===== config.mk =====
export PLATFORM = sky130hd
export DESIGN_NAME = cache_top
export DESIGN_NICKNAME = d
export VERILOG_FILES = /design/src/cache_geom_pkg.sv /design/src/cache_ctrl_pkg.sv /design/src/cache_req_stage.sv /design/src/cache_sp_ram.sv /design/src/cache_way_select.sv /design/src/cache_ctrl.sv /design/src/cache_mem_if.sv /design/src/cache_top.sv
export SDC_FILE = /design/constraint.sdc
export NUM_CORES = 2
export LEC_CHECK = 0
export ABC_AREA = 1
export BUFFER_PORTS_ARGS = -buffer_cell sky130_fd_sc_hd__buf_2
export CAP_MARGIN = 30
export CORE_MARGIN = 4
export CORE_UTILIZATION = 44
export DETAILED_ROUTE_END_ITERATION = 16
export SYNTH_ARGS = -nofsm -noshare
export SYNTH_HDL_FRONTEND = slang
export SYNTH_SLANG_ARGS = --single-unit
export TNS_END_PERCENT = 100

===== constraint.sdc =====
create_clock -name clk_i -period 13 [get_ports clk_i]
set_input_delay 1.3 -clock clk_i [delete_from_list [all_inputs] [get_ports clk_i]]
set_output_delay 1.3 -clock clk_i [all_outputs]
set_load 0.05 [all_outputs]

===== src/cache_geom_pkg.sv =====
`default_nettype none

package cache_geom_pkg;

   // word shared by the front end and the back end
   localparam int DATA_W = 32;

   // byte lanes per word, also the width of wstrb
   localparam int NBYTES = DATA_W / 8;

   // default word-address width
   localparam int DEF_ADDR_W = 12;

   // 8 sets
   localparam int DEF_NSETS_W = 3;

   // 4 words per line
   localparam int DEF_BLK_SIZE_W = 2;

   // 2 ways
   localparam int DEF_NWAYS_W = 1;

endpackage

`default_nettype wire


===== src/cache_ctrl_pkg.sv =====
`default_nettype none

package cache_ctrl_pkg;

   // controller FSM states
   typedef enum logic [2:0] {
      IDLE,
      LOOKUP,
      FILL_REQ,
      FILL_WAIT,
      FILL_DONE,
      WRITE_THRU
   } ctrl_state_t;

   // back-end strobe for the reads of a line fill
   localparam logic [cache_geom_pkg::NBYTES-1:0] FILL_WSTRB = '0;

endpackage

`default_nettype wire


===== src/cache_req_stage.sv =====
`timescale 1ns/1ps
`default_nettype none

module cache_req_stage #(
   parameter int ADDR_W = cache_geom_pkg::DEF_ADDR_W,
   parameter int NSETS_W = cache_geom_pkg::DEF_NSETS_W,
   parameter int BLK_SIZE_W = cache_geom_pkg::DEF_BLK_SIZE_W,
   localparam int TAG_W = ADDR_W - NSETS_W - BLK_SIZE_W
) (
   input  wire                                   clk_i,
   input  wire                                   rst_i,
   input  wire                                   avalid_i,
   input  wire [ADDR_W-1:0]                      addr_i,
   input  wire [cache_geom_pkg::NBYTES-1:0]      wstrb_i,
   input  wire [cache_geom_pkg::DATA_W-1:0]      wdata_i,
   input  wire                                   ready_i,
   output logic                                  req_valid_o,
   output logic [TAG_W-1:0]                      tag_o,
   output logic [NSETS_W-1:0]                    index_o,
   output logic [BLK_SIZE_W-1:0]                 offset_o,
   output logic [cache_geom_pkg::NBYTES-1:0]     wstrb_o,
   output logic [cache_geom_pkg::DATA_W-1:0]     wdata_o,
   output logic                                  is_write_o,
   output logic [NSETS_W-1:0]                    index_now_o,
   output logic [BLK_SIZE_W-1:0]                 offset_now_o
);

   logic accept;

   assign accept = avalid_i & ready_i;

   // address layout is {tag, index, offset}
   assign index_now_o  = addr_i[BLK_SIZE_W +: NSETS_W];
   assign offset_now_o = addr_i[BLK_SIZE_W-1:0];

   always_ff @(posedge clk_i) begin
      if (rst_i) begin
         req_valid_o <= 1'b0;
      end else begin
         req_valid_o <= accept;
      end
   end

   // held until the next accepted request
   always_ff @(posedge clk_i) begin
      if (accept) begin
         tag_o    <= addr_i[ADDR_W-1 -: TAG_W];
         index_o  <= index_now_o;
         offset_o <= offset_now_o;
         wstrb_o  <= wstrb_i;
         wdata_o  <= wdata_i;
      end
   end

   assign is_write_o = |wstrb_o;

endmodule

`default_nettype wire


===== src/cache_sp_ram.sv =====
`timescale 1ns/1ps
`default_nettype none

module cache_sp_ram #(
   parameter type payload_t = logic [31:0],
   parameter int DEPTH_W = 4
) (
   input  wire               clk_i,
   input  wire               en_i,
   input  wire               we_i,
   input  wire [DEPTH_W-1:0] addr_i,
   input  wire payload_t     d_i,
   output payload_t          q_o
);

   payload_t mem [2**DEPTH_W];

   // read-first, q_o valid one cycle after the address
   always_ff @(posedge clk_i) begin
      if (en_i) begin
         if (we_i) begin
            mem[addr_i] <= d_i;
         end
         q_o <= mem[addr_i];
      end
   end

endmodule

`default_nettype wire


===== src/cache_way_select.sv =====
`timescale 1ns/1ps
`default_nettype none

module cache_way_select #(
   parameter int ADDR_W = cache_geom_pkg::DEF_ADDR_W,
   parameter int NSETS_W = cache_geom_pkg::DEF_NSETS_W,
   parameter int BLK_SIZE_W = cache_geom_pkg::DEF_BLK_SIZE_W,
   parameter int NWAYS_W = cache_geom_pkg::DEF_NWAYS_W,
   localparam int TAG_W = ADDR_W - NSETS_W - BLK_SIZE_W,
   localparam int NWAYS = 2**NWAYS_W,
   localparam int NSETS = 2**NSETS_W
) (
   input  wire                clk_i,
   input  wire                rst_i,
   input  wire                invalidate_i,
   input  wire [TAG_W-1:0]    tags_i [NWAYS],
   input  wire [TAG_W-1:0]    tag_i,
   input  wire [NSETS_W-1:0]  index_i,
   input  wire                fill_en_i,
   output logic               hit_o,
   output logic [NWAYS_W-1:0] hit_way_o,
   output logic [NWAYS_W-1:0] victim_way_o
);

   logic [NWAYS-1:0]   valid [NSETS];
   logic [NWAYS_W-1:0] rr_ptr [NSETS];
   logic [NWAYS-1:0]   hit_vec;

   // valid bits, invalidate wins over a fill
   always_ff @(posedge clk_i) begin
      if (rst_i || invalidate_i) begin
         for (int s = 0; s < NSETS; s++) begin
            valid[s] <= '0;
         end
      end else if (fill_en_i) begin
         valid[index_i][victim_way_o] <= 1'b1;
      end
   end

   // round-robin victim per set
   always_ff @(posedge clk_i) begin
      if (rst_i) begin
         for (int s = 0; s < NSETS; s++) begin
            rr_ptr[s] <= '0;
         end
      end else if (fill_en_i) begin
         rr_ptr[index_i] <= rr_ptr[index_i] + NWAYS_W'(1);
      end
   end

   // tag compare on the RAM outputs of the lookup cycle
   always_comb begin
      hit_way_o = '0;
      for (int w = 0; w < NWAYS; w++) begin
         hit_vec[w] = valid[index_i][w] && (tags_i[w] == tag_i);
         if (hit_vec[w]) begin
            hit_way_o = NWAYS_W'(w);
         end
      end
   end

   assign hit_o        = |hit_vec;
   assign victim_way_o = rr_ptr[index_i];

endmodule

`default_nettype wire


===== src/cache_ctrl.sv =====
`timescale 1ns/1ps
`default_nettype none

module cache_ctrl #(
   parameter int NSETS_W = cache_geom_pkg::DEF_NSETS_W,
   parameter int BLK_SIZE_W = cache_geom_pkg::DEF_BLK_SIZE_W,
   parameter int NWAYS_W = cache_geom_pkg::DEF_NWAYS_W,
   localparam int NWAYS = 2**NWAYS_W,
   localparam int RAM_AW = NSETS_W + BLK_SIZE_W,
   localparam int DW = cache_geom_pkg::DATA_W,
   localparam int NB = cache_geom_pkg::NBYTES
) (
   input  wire                   clk_i,
   input  wire                   rst_i,
   input  wire                   avalid_i,
   input  wire                   req_valid_i,
   input  wire                   is_write_i,
   input  wire [NSETS_W-1:0]     index_i,
   input  wire [BLK_SIZE_W-1:0]  offset_i,
   input  wire [NSETS_W-1:0]     index_now_i,
   input  wire [BLK_SIZE_W-1:0]  offset_now_i,
   input  wire [NB-1:0]          wstrb_i,
   input  wire [DW-1:0]          wdata_i,
   input  wire                   hit_i,
   input  wire [NWAYS_W-1:0]     hit_way_i,
   input  wire [NWAYS_W-1:0]     victim_way_i,
   input  wire [DW-1:0]          ram_rdata_i [NWAYS],
   input  wire                   fill_word_valid_i,
   input  wire [DW-1:0]          fill_word_i,
   input  wire [BLK_SIZE_W-1:0]  fill_offset_i,
   input  wire                   mem_done_i,
   output logic                  ready_o,
   output logic                  rvalid_o,
   output logic [DW-1:0]         rdata_o,
   output logic [NWAYS-1:0]      tag_we_o,
   output logic                  data_en_o,
   output logic [NWAYS-1:0]      data_we_o,
   output logic [RAM_AW-1:0]     data_addr_o,
   output logic [DW-1:0]         data_d_o,
   output logic                  fill_en_o,
   output logic                  mem_start_o,
   output logic                  mem_write_o,
   output logic                  rd_hit_o,
   output logic                  rd_miss_o,
   output logic                  wr_hit_o,
   output logic                  wr_miss_o
);

   cache_ctrl_pkg::ctrl_state_t state;

   logic             lookup;
   logic [DW-1:0]    hit_word;
   logic [DW-1:0]    merged;
   logic [NWAYS-1:0] hit_1hot;
   logic [NWAYS-1:0] victim_1hot;

   assign lookup      = req_valid_i && (state == cache_ctrl_pkg::LOOKUP);
   assign hit_word    = ram_rdata_i[hit_way_i];
   assign hit_1hot    = NWAYS'(1) << hit_way_i;
   assign victim_1hot = NWAYS'(1) << victim_way_i;

   // write hit, new bytes over the cached word
   always_comb begin
      merged = hit_word;
      for (int b = 0; b < NB; b++) begin
         if (wstrb_i[b]) begin
            merged[8*b +: 8] = wdata_i[8*b +: 8];
         end
      end
   end

   // event pulses and back-end start, all in the lookup cycle
   assign rd_hit_o    = lookup & ~is_write_i & hit_i;
   assign rd_miss_o   = lookup & ~is_write_i & ~hit_i;
   assign wr_hit_o    = lookup & is_write_i & hit_i;
   assign wr_miss_o   = lookup & is_write_i & ~hit_i;
   assign mem_start_o = lookup & (is_write_i | ~hit_i);
   assign mem_write_o = is_write_i;

   assign ready_o  = (state == cache_ctrl_pkg::IDLE) && !rvalid_o;

   // RAM port, fill words take precedence
   always_comb begin
      data_en_o   = 1'b0;
      data_we_o   = '0;
      data_addr_o = {index_i, offset_i};
      data_d_o    = merged;
      tag_we_o    = '0;
      fill_en_o   = 1'b0;
      if (fill_word_valid_i) begin
         data_en_o   = 1'b1;
         data_we_o   = victim_1hot;
         data_addr_o = {index_i, fill_offset_i};
         data_d_o    = fill_word_i;
      end else begin
         case (state)
            cache_ctrl_pkg::IDLE: begin
               data_en_o   = avalid_i & ready_o;
               data_addr_o = {index_now_i, offset_now_i};
            end
            cache_ctrl_pkg::LOOKUP: begin
               data_en_o = wr_hit_o;
               data_we_o = wr_hit_o ? hit_1hot : '0;
            end
            // whole line is in, now the tag and valid bit
            cache_ctrl_pkg::FILL_DONE: begin
               data_en_o = 1'b1;
               tag_we_o  = victim_1hot;
               fill_en_o = 1'b1;
            end
            default: ;
         endcase
      end
   end

   always_ff @(posedge clk_i) begin
      if (rst_i) begin
         state    <= cache_ctrl_pkg::IDLE;
         rvalid_o <= 1'b0;
      end else begin
         rvalid_o <= 1'b0;
         case (state)
            cache_ctrl_pkg::IDLE:
               if (avalid_i && ready_o) state <= cache_ctrl_pkg::LOOKUP;
            cache_ctrl_pkg::LOOKUP:
               if (is_write_i) begin
                  state <= cache_ctrl_pkg::WRITE_THRU;
               end else if (hit_i) begin
                  state    <= cache_ctrl_pkg::IDLE;
                  rvalid_o <= 1'b1;
               end else begin
                  state <= cache_ctrl_pkg::FILL_REQ;
               end
            cache_ctrl_pkg::FILL_REQ:
               state <= cache_ctrl_pkg::FILL_WAIT;
            cache_ctrl_pkg::FILL_WAIT:
               if (mem_done_i) state <= cache_ctrl_pkg::FILL_DONE;
            cache_ctrl_pkg::FILL_DONE: begin
               state    <= cache_ctrl_pkg::IDLE;
               rvalid_o <= 1'b1;
            end
            cache_ctrl_pkg::WRITE_THRU:
               if (mem_done_i) state <= cache_ctrl_pkg::IDLE;
            default:
               state <= cache_ctrl_pkg::IDLE;
         endcase
      end
   end

   // hit word, or the requested word as it passes during a fill
   always_ff @(posedge clk_i) begin
      if (state == cache_ctrl_pkg::LOOKUP) begin
         rdata_o <= hit_word;
      end else if (fill_word_valid_i && (fill_offset_i == offset_i)) begin
         rdata_o <= fill_word_i;
      end
   end

endmodule

`default_nettype wire


===== src/cache_mem_if.sv =====
`timescale 1ns/1ps
`default_nettype none

module cache_mem_if #(
   parameter int ADDR_W = cache_geom_pkg::DEF_ADDR_W,
   parameter int BLK_SIZE_W = cache_geom_pkg::DEF_BLK_SIZE_W,
   localparam int LINE_W = ADDR_W - BLK_SIZE_W,
   localparam int DW = cache_geom_pkg::DATA_W,
   localparam int NB = cache_geom_pkg::NBYTES
) (
   input  wire                  clk_i,
   input  wire                  rst_i,
   input  wire                  start_i,
   input  wire                  write_i,
   input  wire [LINE_W-1:0]     line_addr_i,
   input  wire [BLK_SIZE_W-1:0] offset_i,
   input  wire [DW-1:0]         wdata_i,
   input  wire [NB-1:0]         wstrb_i,
   output logic                 be_avalid_o,
   output logic [ADDR_W-1:0]    be_addr_o,
   output logic [DW-1:0]        be_wdata_o,
   output logic [NB-1:0]        be_wstrb_o,
   input  wire                  be_ready_i,
   input  wire [DW-1:0]         be_rdata_i,
   input  wire                  be_rvalid_i,
   output logic                 fill_word_valid_o,
   output logic [DW-1:0]        fill_word_o,
   output logic [BLK_SIZE_W-1:0] fill_offset_o,
   output logic                 done_o
);

   logic                  wr_mode;
   logic                  be_fire;
   logic [LINE_W-1:0]     line_r;
   logic [BLK_SIZE_W-1:0] off_r;
   logic [BLK_SIZE_W-1:0] rcv_cnt;
   logic [NB-1:0]         wstrb_r;

   assign be_fire = be_avalid_o & be_ready_i;

   // request issue, one word per back-end read
   always_ff @(posedge clk_i) begin
      if (rst_i) begin
         be_avalid_o <= 1'b0;
         wr_mode     <= 1'b0;
         off_r       <= '0;
         rcv_cnt     <= '0;
      end else if (start_i) begin
         be_avalid_o <= 1'b1;
         wr_mode     <= write_i;
         off_r       <= write_i ? offset_i : '0;
         rcv_cnt     <= '0;
      end else begin
         if (be_fire) begin
            if (wr_mode || (off_r == '1)) be_avalid_o <= 1'b0;
            else off_r <= off_r + BLK_SIZE_W'(1);
         end
         if (be_rvalid_i) rcv_cnt <= rcv_cnt + BLK_SIZE_W'(1);
      end
   end

   always_ff @(posedge clk_i) begin
      if (start_i) begin
         line_r     <= line_addr_i;
         be_wdata_o <= wdata_i;
         wstrb_r    <= wstrb_i;
      end
   end

   assign be_addr_o  = {line_r, off_r};
   assign be_wstrb_o = wr_mode ? wstrb_r : cache_ctrl_pkg::FILL_WSTRB;

   // fill words return in order
   assign fill_word_valid_o = be_rvalid_i & ~wr_mode;
   assign fill_word_o       = be_rdata_i;
   assign fill_offset_o     = rcv_cnt;

   assign done_o = (wr_mode & be_fire) | (fill_word_valid_o & (rcv_cnt == '1));

endmodule

`default_nettype wire


===== src/cache_top.sv =====
`timescale 1ns/1ps
`default_nettype none

module cache_top #(
   parameter int ADDR_W = cache_geom_pkg::DEF_ADDR_W,
   parameter int NSETS_W = cache_geom_pkg::DEF_NSETS_W,
   parameter int BLK_SIZE_W = cache_geom_pkg::DEF_BLK_SIZE_W,
   parameter int NWAYS_W = cache_geom_pkg::DEF_NWAYS_W,
   localparam int TAG_W = ADDR_W - NSETS_W - BLK_SIZE_W,
   localparam int NWAYS = 2**NWAYS_W,
   localparam int RAM_AW = NSETS_W + BLK_SIZE_W,
   localparam int DW = cache_geom_pkg::DATA_W,
   localparam int NB = cache_geom_pkg::NBYTES
) (
   input  wire               clk_i,
   input  wire               rst_i,
   input  wire               avalid_i,
   input  wire [ADDR_W-1:0]  addr_i,
   input  wire [NB-1:0]      wstrb_i,
   input  wire [DW-1:0]      wdata_i,
   output logic              ready_o,
   output logic              rvalid_o,
   output logic [DW-1:0]     rdata_o,
   output logic              be_avalid_o,
   output logic [ADDR_W-1:0] be_addr_o,
   output logic [DW-1:0]     be_wdata_o,
   output logic [NB-1:0]     be_wstrb_o,
   input  wire               be_ready_i,
   input  wire [DW-1:0]      be_rdata_i,
   input  wire               be_rvalid_i,
   input  wire               invalidate_i,
   output logic              rd_hit_o,
   output logic              rd_miss_o,
   output logic              wr_hit_o,
   output logic              wr_miss_o
);

   logic                  req_valid, is_write, hit, data_en, fill_en;
   logic                  mem_start, mem_write, fill_word_valid, mem_done;
   logic [TAG_W-1:0]      tag_r;
   logic [NSETS_W-1:0]    index_r, index_now;
   logic [BLK_SIZE_W-1:0] offset_r, offset_now, fill_offset;
   logic [NB-1:0]         wstrb_r;
   logic [DW-1:0]         wdata_r, data_d, fill_word;
   logic [NWAYS_W-1:0]    hit_way, victim_way;
   logic [NWAYS-1:0]      tag_we, data_we;
   logic [RAM_AW-1:0]     data_addr;
   logic [TAG_W-1:0]      tag_q [NWAYS];
   logic [DW-1:0]         data_q [NWAYS];

   cache_req_stage #(.ADDR_W(ADDR_W), .NSETS_W(NSETS_W), .BLK_SIZE_W(BLK_SIZE_W)) u_req (
      .clk_i, .rst_i, .avalid_i, .addr_i, .wstrb_i, .wdata_i, .ready_i(ready_o),
      .req_valid_o(req_valid), .tag_o(tag_r), .index_o(index_r), .offset_o(offset_r),
      .wstrb_o(wstrb_r), .wdata_o(wdata_r), .is_write_o(is_write),
      .index_now_o(index_now), .offset_now_o(offset_now)
   );

   // invalidate only between requests
   cache_way_select #(
      .ADDR_W(ADDR_W), .NSETS_W(NSETS_W), .BLK_SIZE_W(BLK_SIZE_W), .NWAYS_W(NWAYS_W)
   ) u_ways (
      .clk_i, .rst_i, .invalidate_i(invalidate_i & ready_o), .tags_i(tag_q), .tag_i(tag_r),
      .index_i(index_r), .fill_en_i(fill_en), .hit_o(hit), .hit_way_o(hit_way),
      .victim_way_o(victim_way)
   );

   cache_ctrl #(.NSETS_W(NSETS_W), .BLK_SIZE_W(BLK_SIZE_W), .NWAYS_W(NWAYS_W)) u_ctrl (
      .clk_i, .rst_i, .avalid_i, .req_valid_i(req_valid), .is_write_i(is_write),
      .index_i(index_r), .offset_i(offset_r), .index_now_i(index_now),
      .offset_now_i(offset_now), .wstrb_i(wstrb_r), .wdata_i(wdata_r), .hit_i(hit),
      .hit_way_i(hit_way), .victim_way_i(victim_way), .ram_rdata_i(data_q),
      .fill_word_valid_i(fill_word_valid), .fill_word_i(fill_word),
      .fill_offset_i(fill_offset), .mem_done_i(mem_done), .ready_o, .rvalid_o, .rdata_o,
      .tag_we_o(tag_we), .data_en_o(data_en), .data_we_o(data_we), .data_addr_o(data_addr),
      .data_d_o(data_d), .fill_en_o(fill_en), .mem_start_o(mem_start),
      .mem_write_o(mem_write), .rd_hit_o, .rd_miss_o, .wr_hit_o, .wr_miss_o
   );

   cache_mem_if #(.ADDR_W(ADDR_W), .BLK_SIZE_W(BLK_SIZE_W)) u_mem (
      .clk_i, .rst_i, .start_i(mem_start), .write_i(mem_write),
      .line_addr_i({tag_r, index_r}), .offset_i(offset_r), .wdata_i(wdata_r),
      .wstrb_i(wstrb_r), .be_avalid_o, .be_addr_o, .be_wdata_o, .be_wstrb_o, .be_ready_i,
      .be_rdata_i, .be_rvalid_i, .fill_word_valid_o(fill_word_valid),
      .fill_word_o(fill_word), .fill_offset_o(fill_offset), .done_o(mem_done)
   );

   // tag RAM shares the set part of the data address
   for (genvar w = 0; w < NWAYS; w++) begin : g_way
      cache_sp_ram #(.payload_t(logic [TAG_W-1:0]), .DEPTH_W(NSETS_W)) u_tag_ram (
         .clk_i, .en_i(data_en), .we_i(tag_we[w]), .addr_i(data_addr[RAM_AW-1 -: NSETS_W]),
         .d_i(tag_r), .q_o(tag_q[w])
      );
      cache_sp_ram #(.payload_t(logic [DW-1:0]), .DEPTH_W(RAM_AW)) u_data_ram (
         .clk_i, .en_i(data_en), .we_i(data_we[w]), .addr_i(data_addr),
         .d_i(data_d), .q_o(data_q[w])
      );
   end

endmodule

`default_nettype wire


# Word level (Yosys, flattened, before mapping)
# Memories as Yosys holds them, arrays and structs flattened. A register that Yosys moved wholly into a read port is not among the register bits.
# Index checks and enable logic that the tools add are counted.
# op_classes
order_cmp,3
addsub,3
bitwise,19
shift,2
n_reduce_logical,22
muxes,70
n_eq_ne,14
# ops
operator,count
32-bit two-way mux,6
1-bit two-way mux,32
8-bit two-way mux,4
2-bit two-way mux,13
3-bit two-way mux,8
3-bit case mux with 5 select lines,1
7-bit == test,2
1-bit bitwise AND,13
5-bit two-way mux,2
"2-bit != test, second input constant",4
1-bit logical AND,7
"3-bit by 2-bit == test with 1-bit output, second input constant",2
"3-bit == test, second input constant",2
2-bit nonzero test,3
2-bit OR reduction,3
"2-bit by 1-bit adder with 2-bit output, second input constant",2
"2-bit == test, second input constant",2
4-bit two-way mux,1
2-bit AND reduction,2
4-bit OR reduction,1
"1-bit by 1-bit << shifter with 2-bit output, first input constant",2
"3-bit by 1-bit == test with 1-bit output, second input constant",1
3-bit logical NOT,1
1-bit inverter,3
other kinds (14),16
# totals
mem_count,6
ramBits,2184
ff_bits,137
inputBits,86
elab_cells,155
output_inout_bits,87
# mem_list
name,depth,width,rd,rd_ports_with_merged_regs,write_ports,line_no,rtl
g_way[0].u_data_ram.mem,32,32,1,1,1,cache_sp_ram.sv:16,payload_t mem [2**DEPTH_W];
g_way[1].u_data_ram.mem,32,32,1,1,1,cache_sp_ram.sv:16,
g_way[0].u_tag_ram.mem,8,7,1,1,1,cache_sp_ram.sv:16,
g_way[1].u_tag_ram.mem,8,7,1,1,1,cache_sp_ram.sv:16,
u_ways.valid,8,2,1,1,8,cache_way_select.sv:25,logic [NWAYS-1:0] valid [NSETS];
u_ways.rr_ptr,8,1,1,1,8,cache_way_select.sv:26,logic [NWAYS_W-1:0] rr_ptr [NSETS];

# Longest topological paths before layout
# logic_depth
word_depth,10
mapped_depth,17
depth_no_buf,13

# Cells and area by module
# Synthesis repeated with hierarchy kept, for this count alone.
# unflattened
cells_unflattened,9500
hier_area_um2,99839.5
# by_module_without_submodules
module,seq_area_each_um2,instances,cells_per_inst,area_each_um2
cache_sp_ram at g_way[0].u_data_ram,31710.4,1,4093,43296.5
cache_sp_ram at g_way[1].u_data_ram,31710.4,1,4093,43246.5
cache_sp_ram at g_way[0].u_tag_ram ...,1891.8,2,234,2642.5
cache_ctrl,1041.0,1,439,2969.1
cache_mem_if,1501.4,1,132,1980.6
cache_way_select,560.5,1,213,1530.2
cache_req_stage,1461.4,1,60,1524.0
cache_top,0.0,1,2,7.5

# Worst setup path before layout
# No wires, ideal clock.
# synth_timing
path_type,input-to-reg
start,input port avalid_i
end,"register g_way[0].u_data_ram.q_o[0] in the netlist's numbering, read port of g_way[0].u_data_ram.mem, enable pin"
setup_slack_ns,6.900
arrival_time_ns,5.647
path_buffers,0
path_stages,3
required_time_ns,12.547
setup_time_ns,0.453
cell_sequence,nor3b_2 -> inv_1 -> nand4_1
# synth_between
elab_chain_len,3
# synth_rtl
item,line_no,rtl
start: declaration,cache_top.sv:17,"input wire avalid_i,"
1-bit bitwise AND,cache_ctrl.sv:98,data_en_o = avalid_i & ready_o;
1-bit case mux with 3 select lines,cache_ctrl.sv:96,case (state)
1-bit two-way mux,cache_ctrl.sv:90,if (fill_word_valid_i) begin
end: declaration,cache_sp_ram.sv:13,output payload_t q_o
# No other way between the ends.
# A chain may end at the register's enable or synchronous reset.

# Worst setup path after layout
# layout_timing
start,input port be_rvalid_i
end,"register g_way[0].u_data_ram.q_o[13] in the netlist's numbering, read port of g_way[0].u_data_ram.mem, data pin"
# layout_between
elab_chain_len,2
elab_cells_between_ends,3
classes_between,mux (2); bitwise (1)
# layout_rtl
item,line_no,rtl
start: declaration,cache_top.sv:30,"input wire be_rvalid_i,"
1-bit bitwise AND *,cache_mem_if.sv:74,assign fill_word_valid_o = be_rvalid_i & ~wr_mode;
5-bit two-way mux / 1-bit two-way mux (equally long branches),cache_ctrl.sv:90,
# Mark *: on every way between the ends. The rest lies on a longest branch, timed or not.

==> out/results.ini <==
[outcome]
status = complete, no violations

[cells_and_area]
final_nets = 9568
drive_gt1_share_pct = 8.22
synthToLayoutAreaGrowth_pct = 11.9
layout_common_cells = nand2_1 (4,732), edfxtp_1 (2,372), nand3_1 (1,090), nor2_1 (278), clkbuf_16 (240)
final_common_cell = nand2_1
fin_cells = 12700

[sta]
min_period_ns = 5.84
fmax_ghz = 0.171
finalSetupViolations = 0
fin_skew_ns = 0.0270
tns_ns = 0
post-route-period-util_pct = 44.9
rsz0062_at_grt = false
slew_headroom_pct = 21.0
hold_viol_final = 0
worstMarginPinSlew_ns = 1.19
drv_slew = 0

[floorplan]
die-area_um2 = 237000
initial_core_util_pct = 44.3
ios = 173
row_count = 175
core_region_area_um2 = 227000
dieHeight_um = 486
fp.dieW_um = 486

[global_route]
antenna_found_initial = 25
grt_overflow = 0
grt_max_degree = 216
track_usage_pct = 25.1
grt_pass1_vias = 65900
grt_pass1_wl_um = 445000

[setup_path]
crit_fanout = 136
crit_arrival_ns = 6.58
endpoint_kind = flip-flop
crit_type = input pin to flip-flop
crit_required_ns = 13.75
start_kind = input pin

[synth]
synthDistinctLibCells = 38
synth_top_area_cell = edfxtp_1
synth_top_area_share_pct = 70.7
synthCells = 9462
yosysSeqAreaShare_pct = 71.3
netlist_area_um2 = 101000
syn_nets = 9550
yosys_warnings = 0
synth_seq_cells = 2402
synth.avg_cell_area_um2 = 10.6
synth_area_leaders = edfxtp_1 (71%), nand2_1 (18%), nand3_1 (5.4%), clkbuf_1 (1.2%), nor2_1 (1.2%)

[power_and_ir_drop]
power.share.clock_pct = 27.0
internal_power_mw = 15.0
switching_share_pct = 37.7
p_sw_mw = 9.09
power_frac_comb_pct = 30.8
power_leakage_nw = 45.0
ir_worst_vdd_uv = 197
power.density_nw_per_um2 = 214
seq_power_share_pct = 42.1

[routing]
routed_wl_um = 302000
avgRoutedWirePerCell_um = 23.8
drt_iter0_drc = 8812
antenna_left = 0
drc_errors = 0
num_vias = 70000
dr.pass1.iters = 8
viasPerCell = 5.52

[clock_tree]
path_clk_slew_ns = 0.06
cts_hold_buffers = 0
post_cts_resize_count = 0
post-cts-setup-buffers = 0
tritoncts = done
numCtsBuffers = 237
clock_sinks = 2402
clk_latency_ns = 0.89
cts_root_buffer = clkbuf_16
ctsLongestPathBuffers = 3
cts_max_level = 4

[placement]
globalplace.congestion = 0.885
dpl.hpwl_um = 164000
dp.cells = 12200
port_buffers = 172

[job]
cap_violations = 0

[worst_hold_path]
min_path_type = flip-flop to flip-flop

[kinds of logic after synthesis]
group / synth area share (%)
simple gates: 24.6
flops: 71.3
buf+inv: 2.84
compound gates: 1.13
xor+xnor: 0.122
fa+ha+maj: 0.0248
[path summary, 6_finish.rpt]
| kind | start | endpoint | slack, ns | cells past startpoint |
|---|---|---|---|---|
| setup / recovery | be_rvalid_i | g_way[0].u_data_ram.q_o[13] | 7.16 | 19 |
| hold / removal | u_ways.valid[1][0] | u_ways.valid[1][0] | 0.45 | 2 |
| hold reg to reg | u_ways.valid[1][0] | u_ways.valid[1][0] | 0.45 | 2 |
| setup reg to reg | u_mem.wr_mode | g_way[0].u_data_ram.q_o[13] | 7.22 | 17 |
[stage by stage]
stage | worst slack, ns | util [%] | total power, mW | cell area (um^2) | hold WS (ns)
after global routing | 6.84 | 49.5 | 25.3 | 113000 | 0.469
after floorplan | 6.90 | - | 14.8 | 101000 | 0.421
after global placement | 6.14 | 46.3 | 17.5 | 105000 | 0.439
after CTS | 7.00 | 49.5 | 24.1 | 113000 | 0.451
after detailed placement | 6.09 | 46.3 | 17.6 | 105000 | 0.441
final | 7.16 | 49.6 | 24.1 | 113000 | 0.452
[critical path, cell delays in order]
cell and delay (ns):
buf_2 0.10, inv_1 0.08, nor2_4 0.08, buf_4 0.47, inv_2 0.40, nand3_4 0.27, buf_12 0.42, buf_4 0.56
buf_16 0.29, buf_4 0.80, buf_4 0.78, nand3_1 0.18, nand2_1 0.12, nand2_1 0.05, nand2_1 0.09, nand2_1 0.05
nand2_1 0.13, nor2_1 0.05, nand2_1 0.06
[cell type report]
class                   count  area (um^2)
flip-flops and latches   2402        71800
diodes                      5         12.5
fillers                 20100       115000
clock buffers             314         6320
multi-input cells        6404        27100
clock inverters           117          921
repair buffers            344         2450
inverters                  91          352
well taps                3009         3760
[cells in the mapped netlist]
cell / instances
o21a_1: 1
edfxtp_1: 2372
inv_2: 14
nand3_1: 1091
buf_1: 32
nand3_4: 4
a21oi_1: 76
dfxtp_1: 30
o211ai_1: 1
or2_2: 5
xnor2_1: 7
nand3_2: 1
o21ai_0: 84
nand2_1: 4737
o41ai_1: 2
xor2_1: 7
clkbuf_1: 313
nor3b_2: 1
buf_4: 33
a21oi_2: 1
o22ai_1: 1
nand4_1: 11
a211oi_1: 1
inv_1: 77
nor2_2: 3
o221ai_1: 2
o21ai_1: 2
nor2_1: 311
nor2_4: 2
buf_6: 7
nand2_2: 3
nor3_4: 2
nor3_1: 8
buf_2: 180
a31oi_1: 33
ha_1: 2
o21ai_4: 1
o21ai_2: 4
[flip-flops by register name, summed over array words and instances, names as in the netlist, 2 cells and up, named ones only]
name / count
u_mem.wstrb_r: 4
u_mem.be_wdata_o: 32
u_mem.fill_offset_o: 2
u_req.index_o: 3
u_req.tag_o: 7
u_req.wdata_o: 32
u_ways.valid: 16
u_ways.rr_ptr: 8
u_req.offset_o: 2
g_way.u_tag_ram.q_o: 14
u_ctrl.state: 3
u_ctrl.rdata_o: 32
u_mem.off_r: 2
g_way.u_data_ram.q_o: 64
g_way.u_data_ram.mem: 2048
u_mem.line_r: 10
u_req.wstrb_o: 4
g_way.u_tag_ram.mem: 112
[routing by layer]
layer  up-vias  share of wire, %  wire length (um)  track usage, %
li1      31900                 -                 -               -
met1     34400                43            130000            36.9
met2      3301                45            135000            38.2
met3       494               9.7             29300            4.67
met4        10               2.7              8100            7.07
met5         -             0.022                68               0
[power groups by stage]
| stage | clock (mW) | sequential, mW | combinational [mW] |
|---|---|---|---|
| after floorplan | 0 | 10.3 | 4.51 |
| after global placement | 0 | 10.3 | 7.22 |
| after detailed placement | 0 | 10.3 | 7.31 |
| after CTS | 6.61 | 10.1 | 7.34 |
| after global routing | 6.94 | 10.2 | 8.16 |
| final | 6.52 | 10.2 | 7.42 |
Note: power is estimated with default switching activity, not from simulation.
